--- config.mk ---
export PLATFORM = sky130hd
export DESIGN_NAME = board_top
export DESIGN_NICKNAME = d
export VERILOG_FILES = /design/src/source/board_pkg.sv /design/src/source/board_inputs.sv /design/src/source/board_reset.sv /design/src/source/board_settings.sv /design/src/source/board_top.sv
export VERILOG_INCLUDE_DIRS = /design/src /design/src/source
export SDC_FILE = /design/constraint.sdc
export NUM_CORES = 1
export LEC_CHECK = 0
export ABC_AREA = 1
export BUFFER_PORTS_ARGS = -buffer_cell sky130_fd_sc_hd__buf_2
export CORE_MARGIN = 4
export CORE_UTILIZATION = 41
export DETAILED_ROUTE_END_ITERATION = 12
export HOLD_SLACK_MARGIN = 0.02
export PLACE_DENSITY = 0.75
export SETUP_SLACK_MARGIN = 0.1
export SLEW_MARGIN = 20
export SYNTH_ARGS = -nofsm -noshare
export SYNTH_HDL_FRONTEND = slang
export SYNTH_SLANG_ARGS = --single-unit
--- constraint.sdc ---
create_clock -name clk_sys -period 1.6 [get_ports clk_sys]
set_clock_uncertainty 0.1 [all_clocks]
set_input_delay 0.16 -clock clk_sys [delete_from_list [all_inputs] [get_ports clk_sys]]
set_output_delay 0.16 -clock clk_sys [all_outputs]
set_load 0.005 [all_outputs]
--- src/source/board_params.svh ---
/*
    Board glue constants
    Widths, bit positions and hold lengths shared by the settings,
    reset and input blocks
*/
`ifndef BOARD_PARAMS_SVH
`define BOARD_PARAMS_SVH

// Joystick words
`define BOARD_JOY_W             16
`define BOARD_GAME_JOY_W        10

// Extra buttons push start, coin and pause up
`define BOARD_THREE_BUTTONS     0
`define BOARD_START1_BIT        (6 + `BOARD_THREE_BUTTONS)
`define BOARD_START2_BIT        (7 + `BOARD_THREE_BUTTONS)
`define BOARD_COIN_BIT          (8 + `BOARD_THREE_BUTTONS)
`define BOARD_PAUSE_BIT         (9 + `BOARD_THREE_BUTTONS)

`define BOARD_INPUTS_ACTIVE_LOW 1'b1   // Game sees low as pressed

// OSD status word
`define BOARD_STATUS_W          32
`define BOARD_ST_ROT_BIT        2
`define BOARD_ST_FLIP_BIT       3
`define BOARD_ST_TEST_BIT       4

`define BOARD_GFX_W             4
`define BOARD_GAME_RST_HOLD     16     // Cycles after the last trigger

`endif

--- src/source/board_pkg.sv ---
/*
    Board glue types
    Vector typedefs and the structs passed between the blocks
*/
`include "board_params.svh"

package board_pkg;

    typedef logic [`BOARD_JOY_W-1:0]      board_joy_t;  // Raw board joystick
    typedef logic [`BOARD_GAME_JOY_W-1:0] game_joy_t;
    typedef logic [1:0]                   pair_t;       // Player 2 in the high bit
    typedef logic [`BOARD_GFX_W-1:0]      gfx_en_t;
    typedef logic [4:0]                   rst_cnt_t;    // Must hold BOARD_GAME_RST_HOLD

    typedef struct packed {
        logic rot_en;
        logic flip;
        logic test;
    } board_settings_t;

    // Decoded keyboard, all active high
    typedef struct packed {
        game_joy_t joy1;
        game_joy_t joy2;
        pair_t     start;
        pair_t     coin;
        logic      reset;
        logic      pause;
        logic      service;
        gfx_en_t   gfx;
    } key_state_t;

    // As the game core sees them, polarity already applied
    typedef struct packed {
        game_joy_t joy1;
        game_joy_t joy2;
        pair_t     coin;
        pair_t     start;
        logic      service;
    } game_inputs_t;

endpackage

--- src/source/board_inputs.sv ---
/*
    Input mapper
    Synchronises the board joysticks, merges the keyboard, applies
    rotation and polarity, and keeps the pause and layer toggles
*/
`timescale 1ns/1ps
`include "board_params.svh"

module board_inputs (
    input  logic                      clk_sys,
    input  logic                      rst,
    input  logic                      rot_en,
    input  board_pkg::board_joy_t     joy1_raw,
    input  board_pkg::board_joy_t     joy2_raw,
    input  board_pkg::key_state_t     keys,
    output board_pkg::game_inputs_t   game,
    output logic                      game_pause,
    output board_pkg::gfx_en_t        gfx_en,
    output logic                      soft_rst
);

    import board_pkg::*;

    localparam logic         INV      = `BOARD_INPUTS_ACTIVE_LOW;
    localparam game_inputs_t INV_MASK = {$bits(game_inputs_t){INV}};

    board_joy_t   joy1_sync;
    board_joy_t   joy2_sync;
    game_inputs_t game_nx;    // Active high, before inversion
    logic         joy_pause;
    logic         last_pause;
    logic         last_joypause;
    logic         last_reset;
    gfx_en_t      last_gfx;

    // Quarter turn on the four direction bits only
    function automatic game_joy_t apply_rotation(input game_joy_t joy_in, input logic rot);
        game_joy_t rotated;
        rotated = {joy_in[`BOARD_GAME_JOY_W-1:4], joy_in[0], joy_in[1], joy_in[3], joy_in[2]};
        return rot ? rotated : joy_in;
    endfunction

    always_ff @(posedge clk_sys) begin
        joy1_sync <= joy1_raw;
        joy2_sync <= joy2_raw;
    end

    assign joy_pause = joy1_sync[`BOARD_PAUSE_BIT] | joy2_sync[`BOARD_PAUSE_BIT];

    always_comb begin
        game_nx.joy1    = apply_rotation(joy1_sync[`BOARD_GAME_JOY_W-1:0] | keys.joy1, rot_en);
        game_nx.joy2    = apply_rotation(joy2_sync[`BOARD_GAME_JOY_W-1:0] | keys.joy2, rot_en);
        game_nx.coin    = {joy2_sync[`BOARD_COIN_BIT], joy1_sync[`BOARD_COIN_BIT]} | keys.coin;
        game_nx.start   = {joy1_sync[`BOARD_START2_BIT], joy1_sync[`BOARD_START1_BIT]}
                        | {joy2_sync[`BOARD_START2_BIT], joy2_sync[`BOARD_START1_BIT]}
                        | keys.start;
        game_nx.service = keys.service;
    end

    // Output register with polarity applied
    always_ff @(posedge clk_sys) begin
        if (rst) begin
            game <= INV_MASK;   // All inactive
        end else begin
            game <= game_nx ^ INV_MASK;
        end
    end

    // Edge-triggered state
    always_ff @(posedge clk_sys) begin
        if (rst) begin
            last_pause    <= 1'b0;
            last_joypause <= 1'b0;
            last_reset    <= 1'b0;
            last_gfx      <= '0;
            game_pause    <= 1'b0;
            gfx_en        <= '1;    // Every layer shown
            soft_rst      <= 1'b0;
        end else begin
            last_pause    <= keys.pause;
            last_joypause <= joy_pause;
            last_reset    <= keys.reset;
            last_gfx      <= keys.gfx;
            soft_rst      <= keys.reset & ~last_reset;   // Single pulse
            gfx_en        <= gfx_en ^ (keys.gfx & ~last_gfx);
            if ((keys.pause && !last_pause) || (joy_pause && !last_joypause)) begin
                game_pause <= ~game_pause;
            end
        end
    end

endmodule

--- src/source/board_reset.sv ---
/*
    Game reset sequencer
    Stretches every reset trigger by a fixed hold count and builds a
    two-stage active-low copy of the stretched reset
*/
`timescale 1ns/1ps
`include "board_params.svh"

module board_reset (
    input  logic clk_sys,
    input  logic rst,
    input  logic downloading,
    input  logic rst_req,
    input  logic soft_rst,
    input  logic flip,
    output logic game_rst,
    output logic game_rst_n
);

    import board_pkg::*;

    logic     last_flip;
    logic     trigger;
    rst_cnt_t hold_cnt;
    logic     pre_game_rst_n;

    // Screen flip change restarts the game like a reset
    assign trigger = rst | downloading | rst_req | soft_rst | (flip != last_flip);

    always_ff @(posedge clk_sys) begin
        last_flip <= flip;
    end

    always_ff @(posedge clk_sys) begin
        if (trigger) begin
            hold_cnt <= '0;          // Restart the hold
            game_rst <= 1'b1;
        end else if (hold_cnt != rst_cnt_t'(`BOARD_GAME_RST_HOLD)) begin
            hold_cnt <= hold_cnt + 1'b1;
            game_rst <= 1'b1;
        end else begin
            game_rst <= 1'b0;
        end
    end

    // Active-low copy
    // Falls right after game_rst rises, rises two cycles after it falls
    always_ff @(posedge clk_sys) begin
        if (rst || game_rst) begin
            pre_game_rst_n <= 1'b0;
            game_rst_n     <= 1'b0;
        end else begin
            pre_game_rst_n <= 1'b1;
            game_rst_n     <= pre_game_rst_n;
        end
    end

endmodule

--- src/source/board_settings.sv ---
/*
    Settings register
    Picks rotation, flip and test mode out of the OSD status word
    and holds them for the rest of the board
*/
`timescale 1ns/1ps
`include "board_params.svh"

module board_settings (
    input  logic                         clk_sys,
    input  logic                         rst,
    input  logic [`BOARD_STATUS_W-1:0]   status,
    output board_pkg::board_settings_t   settings
);

    // One cycle of latency from the OSD
    always_ff @(posedge clk_sys) begin
        if (rst) begin
            settings <= '0;
        end else begin
            settings.rot_en <= status[`BOARD_ST_ROT_BIT];
            settings.flip   <= status[`BOARD_ST_FLIP_BIT];   // Change restarts the game
            settings.test   <= status[`BOARD_ST_TEST_BIT];
        end
    end

endmodule

--- src/source/board_top.sv ---
/*
    Board input and reset glue
    Settings register, game reset sequencer and input mapper
*/
`timescale 1ns/1ps
`include "board_params.svh"

module board_top (
    input  logic                       clk_sys,
    input  logic                       rst,
    input  logic [`BOARD_STATUS_W-1:0] status,
    input  logic                       rst_req,
    input  logic                       downloading,
    input  board_pkg::board_joy_t      joy1_raw,
    input  board_pkg::board_joy_t      joy2_raw,
    input  board_pkg::key_state_t      keys,
    output board_pkg::game_inputs_t    game,
    output logic                       game_pause,
    output board_pkg::gfx_en_t         gfx_en,
    output logic                       game_rst,
    output logic                       game_rst_n,
    output logic                       dip_flip,
    output logic                       dip_test
);

    import board_pkg::*;

    board_settings_t settings;
    logic            soft_rst;   // Keyboard reset pulse

    board_settings u_settings (
        .clk_sys     ( clk_sys     ),
        .rst         ( rst         ),
        .status      ( status      ),
        .settings    ( settings    )
    );

    board_reset u_reset (
        .clk_sys     ( clk_sys       ),
        .rst         ( rst           ),
        .downloading ( downloading   ),
        .rst_req     ( rst_req       ),
        .soft_rst    ( soft_rst      ),
        .flip        ( settings.flip ),
        .game_rst    ( game_rst      ),
        .game_rst_n  ( game_rst_n    )
    );

    board_inputs u_inputs (
        .clk_sys     ( clk_sys         ),
        .rst         ( rst             ),
        .rot_en      ( settings.rot_en ),
        .joy1_raw    ( joy1_raw        ),
        .joy2_raw    ( joy2_raw        ),
        .keys        ( keys            ),
        .game        ( game            ),
        .game_pause  ( game_pause      ),
        .gfx_en      ( gfx_en          ),
        .soft_rst    ( soft_rst        )
    );

    assign dip_flip = settings.flip;
    assign dip_test = settings.test;

endmodule

# --- Word level (Yosys, flattened, before mapping) ---
# Cells that the tools add are included.
# W data, S select, Z words.
word_totals:
  reg_bits: 70
  in_bits: 99
  output_inout_bits: 34
  wordCells: 52
classes:
  addsub: 1
  n_eq_ne: 2
  muxes: 4
  bitwise_logic: 17
  reduce_logical: 6
ops:
  columns: ["cell", "count"]
  rows:
  - ["$not A25 Y25", 1]
  - ["$or A10 B10 Y10", 2]
  - ["$mux W4", 2]
  - ["$or A2 B2 Y2", 3]
  - ["$add A5 B1 Y5 const B", 1]
  - ["$ne A5 B5 Y1 const B", 1]
  - ["$or A1 B1 Y1", 5]
  - ["$and A4 B4 Y4", 1]
  - ["$not A4 Y4", 1]
  - ["$xor A4 B4 Y4", 1]
  - ["$logic_and A1 B1 Y1", 2]
  - ["$logic_not A1 Y1", 2]
  - ["$logic_or A1 B1 Y1", 2]
  - ["$mux W1", 2]
  - ["$not A1 Y1", 2]
  - ["$and A1 B1 Y1", 1]
  - ["$ne A1 B1 Y1", 1]

# --- Depth between registers and ports, before layout ---
logic_depth:
  depth_word: 4
  depth_mapped: 5
  mapped_depth_nobuf: 5

# --- Cells and area by module ---
# Synthesis repeated with hierarchy kept, for this count alone.
hier_totals:
  hier_cells: 228
  hier_area_um2: 2210.9
by_module_without_submodules:
  columns: ["module", "n_inst", "cells_per_inst", "area_per_inst_um2", "seq_area_each_um2"]
  rows:
  - ["board_inputs", 1, 158, 1706.6, 1161.1]
  - ["board_reset", 1, 61, 421.7, 180.2]
  - ["board_settings", 1, 9, 82.6, 60.1]

# --- Least setup slack after synthesis ---
# OpenSTA, ideal clock, no wires.
synth_path:
  path_kind: "register to register"
  from: "register u_reset.hold_cnt[0]"
  to: "register u_reset.game_rst"
  setup_time_ns: 0.120
  t_arrival_ns: 0.894
  required_ns: 1.380
  setup_slack_ns: 0.486
  path_stages_with_launch: 5
  path_buffers: 0
  period_less_slack_ns: 1.114
  cell_sequence: "dfxtp_1 -> inv_1 -> ha_1 -> nand3_1 -> or2_1"
synth_between:
  elab_chain_len: 2
synth_lines:
  columns: ["element", "line", "text"]
  rows:
  - ["start: declaration", "board_reset.sv:24", "rst_cnt_t hold_cnt;"]
  - ["start signal: assignment", "board_reset.sv:39", "hold_cnt <= hold_cnt + 1'b1;"]
  - ["$ne A5 B5 Y1", "board_reset.sv:38", "end else if (hold_cnt != rst_cnt_t'(`BOARD_GAME_RST_HOLD)) begin"]
  - ["$mux W1", "board_reset.sv:38", null]
  - ["end signal: assignment", "board_reset.sv:37", "game_rst <= 1'b1;"]
  - ["end signal: assignment", "board_reset.sv:40", "game_rst <= 1'b1;"]
  - ["end signal: assignment", "board_reset.sv:42", "game_rst <= 1'b0;"]
  - ["end: declaration", "board_reset.sv:16", "output logic game_rst,"]
# Every way passes these cells.
# A chain may end at the register's enable or synchronous reset.

# --- Worst setup path in the final report ---
layout_path:
  from: "input port keys[13] in the netlist's numbering"
  to: "register, netlist name u_inputs.game[7]"
layout_between:
  elab_chain_len: 3
layout_lines:
  columns: ["element", "line", "text"]
  rows:
  - ["start: declaration", "board_top.sv:16", "input board_pkg::key_state_t keys,"]
  - ["$or A10 B10 Y10", "board_inputs.sv:52", "game_nx.joy2 = apply_rotation(joy2_sync[`BOARD_GAME_JOY_W-1:0] | keys.joy2, rot_en);"]
  - ["$mux W4", "board_inputs.sv:40", "return rot ? rotated : joy_in;"]
  - ["$not A25 Y25 (no line)", null, null]
# Every way passes these cells.

==> run summary <==
STATUS
--------------------------------------------------------------------------------
Status ............................................................ finished, final reports clean

CELLS AND AREA
--------------------------------------------------------------------------------
Commonest cells after routing, fill and taps aside ................ sky130_fd_sc_hd__buf_2 (91), sky130_fd_sc_hd__dfxtp_1 (70), sky130_fd_sc_hd__dlygate4sd3_1 (59)
Share of the core filled with cells ...............................        0.717
Growth of design area from synthesis to finish ....................        66.4%
Nets ..............................................................          467
Diodes inserted ...................................................            0
Most common cell after layout, fill and taps aside ................ sky130_fd_sc_hd__buf_2
Share of post-route cells with drive strength above 1 .............        0.310
Combined area of the multi-input logic cells ......................      515 µm²
Number of fill cells ..............................................          360
Reg area ..........................................................     1400 µm²

PLACED DESIGN
--------------------------------------------------------------------------------
HPWL reported at the end of detailed placement ....................      3.22 mm
Final weighted congestion of routability-driven global placement ..        0.693
Port-buffer cells .................................................           91

YOSYS
--------------------------------------------------------------------------------
Sequential area share after synthesis .............................        0.680
Synth cell types ..................................................           20
Synth Net Count ...................................................          306
Netlist Area Pre-Place ............................................     2060 µm²
Largest area contributor in the synthesized netlist ............... sky130_fd_sc_hd__dfxtp_1
Post-synthesis instance total .....................................          205
Synth Area per Inst ...............................................     10.1 µm²
FF+latch count, synth .............................................           70
Dominant cells by area after synthesis ............................ sky130_fd_sc_hd__dfxtp_1 (68%), sky130_fd_sc_hd__nand3_1 (6.8%), sky130_fd_sc_hd__inv_1 (5.8%)
Area share of the largest cell type after synthesis ...............        0.680
YS warnings .......................................................            0

PWR
--------------------------------------------------------------------------------
Lkg Pwr ...........................................................      1.63 nW
IR Drop Worst-Case VDD ............................................     0.832 mV
Final Total Pwr ...................................................      3.80 mW
Power Density .....................................................  1110 nW/µm²

STA
--------------------------------------------------------------------------------
Setup TNS .........................................................         0 ns
Pin slew with the least headroom to its limit .....................     0.313 ns
# setup viols final ...............................................            0
F_max .............................................................      693 MHz
Final Max Slew Viols ..............................................            0
Slew margin rel. ..................................................        0.791
Setup repair after global routing missed its margin ...............        false
Period minus WS final .............................................      1.44 ns
Hold Fails Final Rpt ..............................................            0
Worst hold slack after final layout ...............................    0.0520 ns
Final Cycle Share .................................................        0.902

DRT
--------------------------------------------------------------------------------
Total number of vias ..............................................         1906
Per-cell via count in the routed design ...........................         4.35
Drt total wl ......................................................      5.25 mm
Iteration-0 DRC count of the detailed router ......................           45
Antenna Violating Nets Remaining ..................................            0
Detailed-route wire length per cell ...............................      12.0 µm
Remaining routing DRC violations ..................................            0
DR pass1 iterations ...............................................            4

CTS
--------------------------------------------------------------------------------
Number of buffers inserted during clock tree synthesis ............            9
TritonCTS clock tree ..............................................         done
Clock root buffer ................................................. sky130_fd_sc_hd__clkbuf_8
Clock transition at the registers of the reported paths ...........      0.07 ns
Clock Path Buffers ................................................            2
Maximum level of the CTS H-tree ...................................            3
Sink count of the clock tree ......................................           70
Later-pin clock latency in the skew report ........................      0.33 ns

FLOW RUN
--------------------------------------------------------------------------------
Maximum Capacitance Violations ....................................            0

FLOORPLAN
--------------------------------------------------------------------------------
Die Footprint .....................................................     6230 µm²
Height of the die .................................................      78.9 µm
Placement row count ...............................................           25
Floorplan Core Area ...............................................     4790 µm²
Top Ports .........................................................          133
Die outline width .................................................      78.9 µm
Starting density of the core ......................................        0.431

GLOBAL ROUTE
--------------------------------------------------------------------------------
Number of antenna violations at the first check in global routing .            0
First-pass GRT wire length ........................................      8.46 mm
Total Routing Usage GR ............................................        0.179
Vias in the first global route ....................................         2005
Largest net degree at the start of global routing .................           16
Total gr overflow .................................................            0

MIN PATH
--------------------------------------------------------------------------------
Worst min path class .............................................. primary input to register

CRITICAL PATH
--------------------------------------------------------------------------------
Startpoint type of the worst setup path ........................... primary input
Arrival time at the worst endpoint ................................      1.62 ns
Critical path start-end classification ............................ primary input to register
Highest net fanout along the worst path ...........................            2
Nature of the critical path endpoint ..............................     register
Worst endpoint required time ......................................      1.78 ns

-- where the power goes --
group / total [mW] / switching (mW) / internal [mW]
clock network: 1.55 / 0.638 / 0.914
logic: 0.372 / 0.142 / 0.230
registers: 1.88 / 0.0353 / 1.84
total: 3.80 / 0.815 / 2.99
-- metrics by stage --
step                      cell area, µm²  setup slack [ns]  instances
final                               3430             0.157        438
after global routing                3430             0.116        438
after CTS                           3410             0.195        436
after detailed placement            2600             0.348        361
after global placement              2600             0.383        361
after floorplan                     2060             0.486        205
-- path summary, 6_finish.rpt --
| kind | start | cells past startpoint | endpoint | slack [ns] |
|---|---|---|---|---|
| max | keys[13] | 6 | u_inputs.game[7] | 0.16 |
| min | keys[22] | 4 | u_inputs.game[16] | 0.05 |
| max reg2reg | u_settings.settings[2] | 4 | u_inputs.game[17] | 0.18 |
| min reg2reg | u_inputs.last_reset | 1 | u_inputs.soft_rst | 0.29 |
-- layout make-up --
| class | count | share of cell area |
|---|---|---|
| flip-flops and latches | 70 | 0.408 |
| repair buffers | 155 | 0.316 |
| multi-input cells | 98 | 0.150 |
| clock buffers | 10 | 0.0401 |
| inverters | 32 | 0.0361 |
| clock inverters | 6 | 0.0248 |
| well taps | 67 | 0.0244 |
-- synthesized netlist by cell type --
cell,instances
sky130_fd_sc_hd__ha_1,2
sky130_fd_sc_hd__xor2_1,3
sky130_fd_sc_hd__nand4_1,2
sky130_fd_sc_hd__o31ai_1,2
sky130_fd_sc_hd__inv_1,32
sky130_fd_sc_hd__nand2_2,1
sky130_fd_sc_hd__xnor2_1,1
sky130_fd_sc_hd__nor3_1,5
sky130_fd_sc_hd__dfxtp_1,70
sky130_fd_sc_hd__and2_1,1
sky130_fd_sc_hd__nand2_1,6
sky130_fd_sc_hd__nor3b_1,1
sky130_fd_sc_hd__a21oi_1,3
sky130_fd_sc_hd__o21ai_0,19
sky130_fd_sc_hd__nand3_1,28
sky130_fd_sc_hd__nor2_1,18
sky130_fd_sc_hd__nor2_2,1
sky130_fd_sc_hd__buf_2,5
sky130_fd_sc_hd__or2_1,1
sky130_fd_sc_hd__nand3b_1,4
-- flip-flops by register name, indices dropped and copies added, names as in the netlist, 3 cells and up --
register / cells
u_inputs.game: 25
u_inputs.joy1_sync: 10
u_inputs.joy2_sync: 10
u_reset.hold_cnt: 5
u_inputs.gfx_en: 4
u_inputs.last_gfx: 4
u_settings.settings: 3
-- cell families (layout without fill, tap and decap cells) --
logic type                 Yosys count  after routing  synth area share
xor gates and xnor gates             4              4            0.0170
adders and majority gates            2              2            0.0121
buffers and inverters               37            203            0.0704
AOI/OAI and AO/OA                   24             24            0.0607
and+or+nand+nor                     68             68             0.160
DFF                                 70             70             0.680
-- layer usage --
| metal | track usage | up-vias | wire, µm |
|---|---|---|---|
| li1 | - | 977 | - |
| met1 | 0.171 | 848 | 1990 |
| met2 | 0.341 | 68 | 2760 |
| met3 | 0.0510 | 13 | 351 |
| met4 | 0.0997 | 0 | 145 |
| met5 | 0 | - | 0 |
-- what timing repair did --
item	4_1_cts	5_1_grt
endpoints found under the setup margin	0	2
buffers inserted	0	2
hold buffers	59	0
hold endpoints to repair	55	0
gates resized for setup	0	1
-- worst max-delay path: stages --
cell and delay [ns]:
sky130_fd_sc_hd__dlygate4sd3_1 0.54, sky130_fd_sc_hd__buf_2 0.12, sky130_fd_sc_hd__inv_1 0.07, sky130_fd_sc_hd__nand3_1 0.08, sky130_fd_sc_hd__nand3_1 0.09, sky130_fd_sc_hd__dlygate4sd3_1 0.55
No activity file was read; power rests on OpenSTA's default activity.
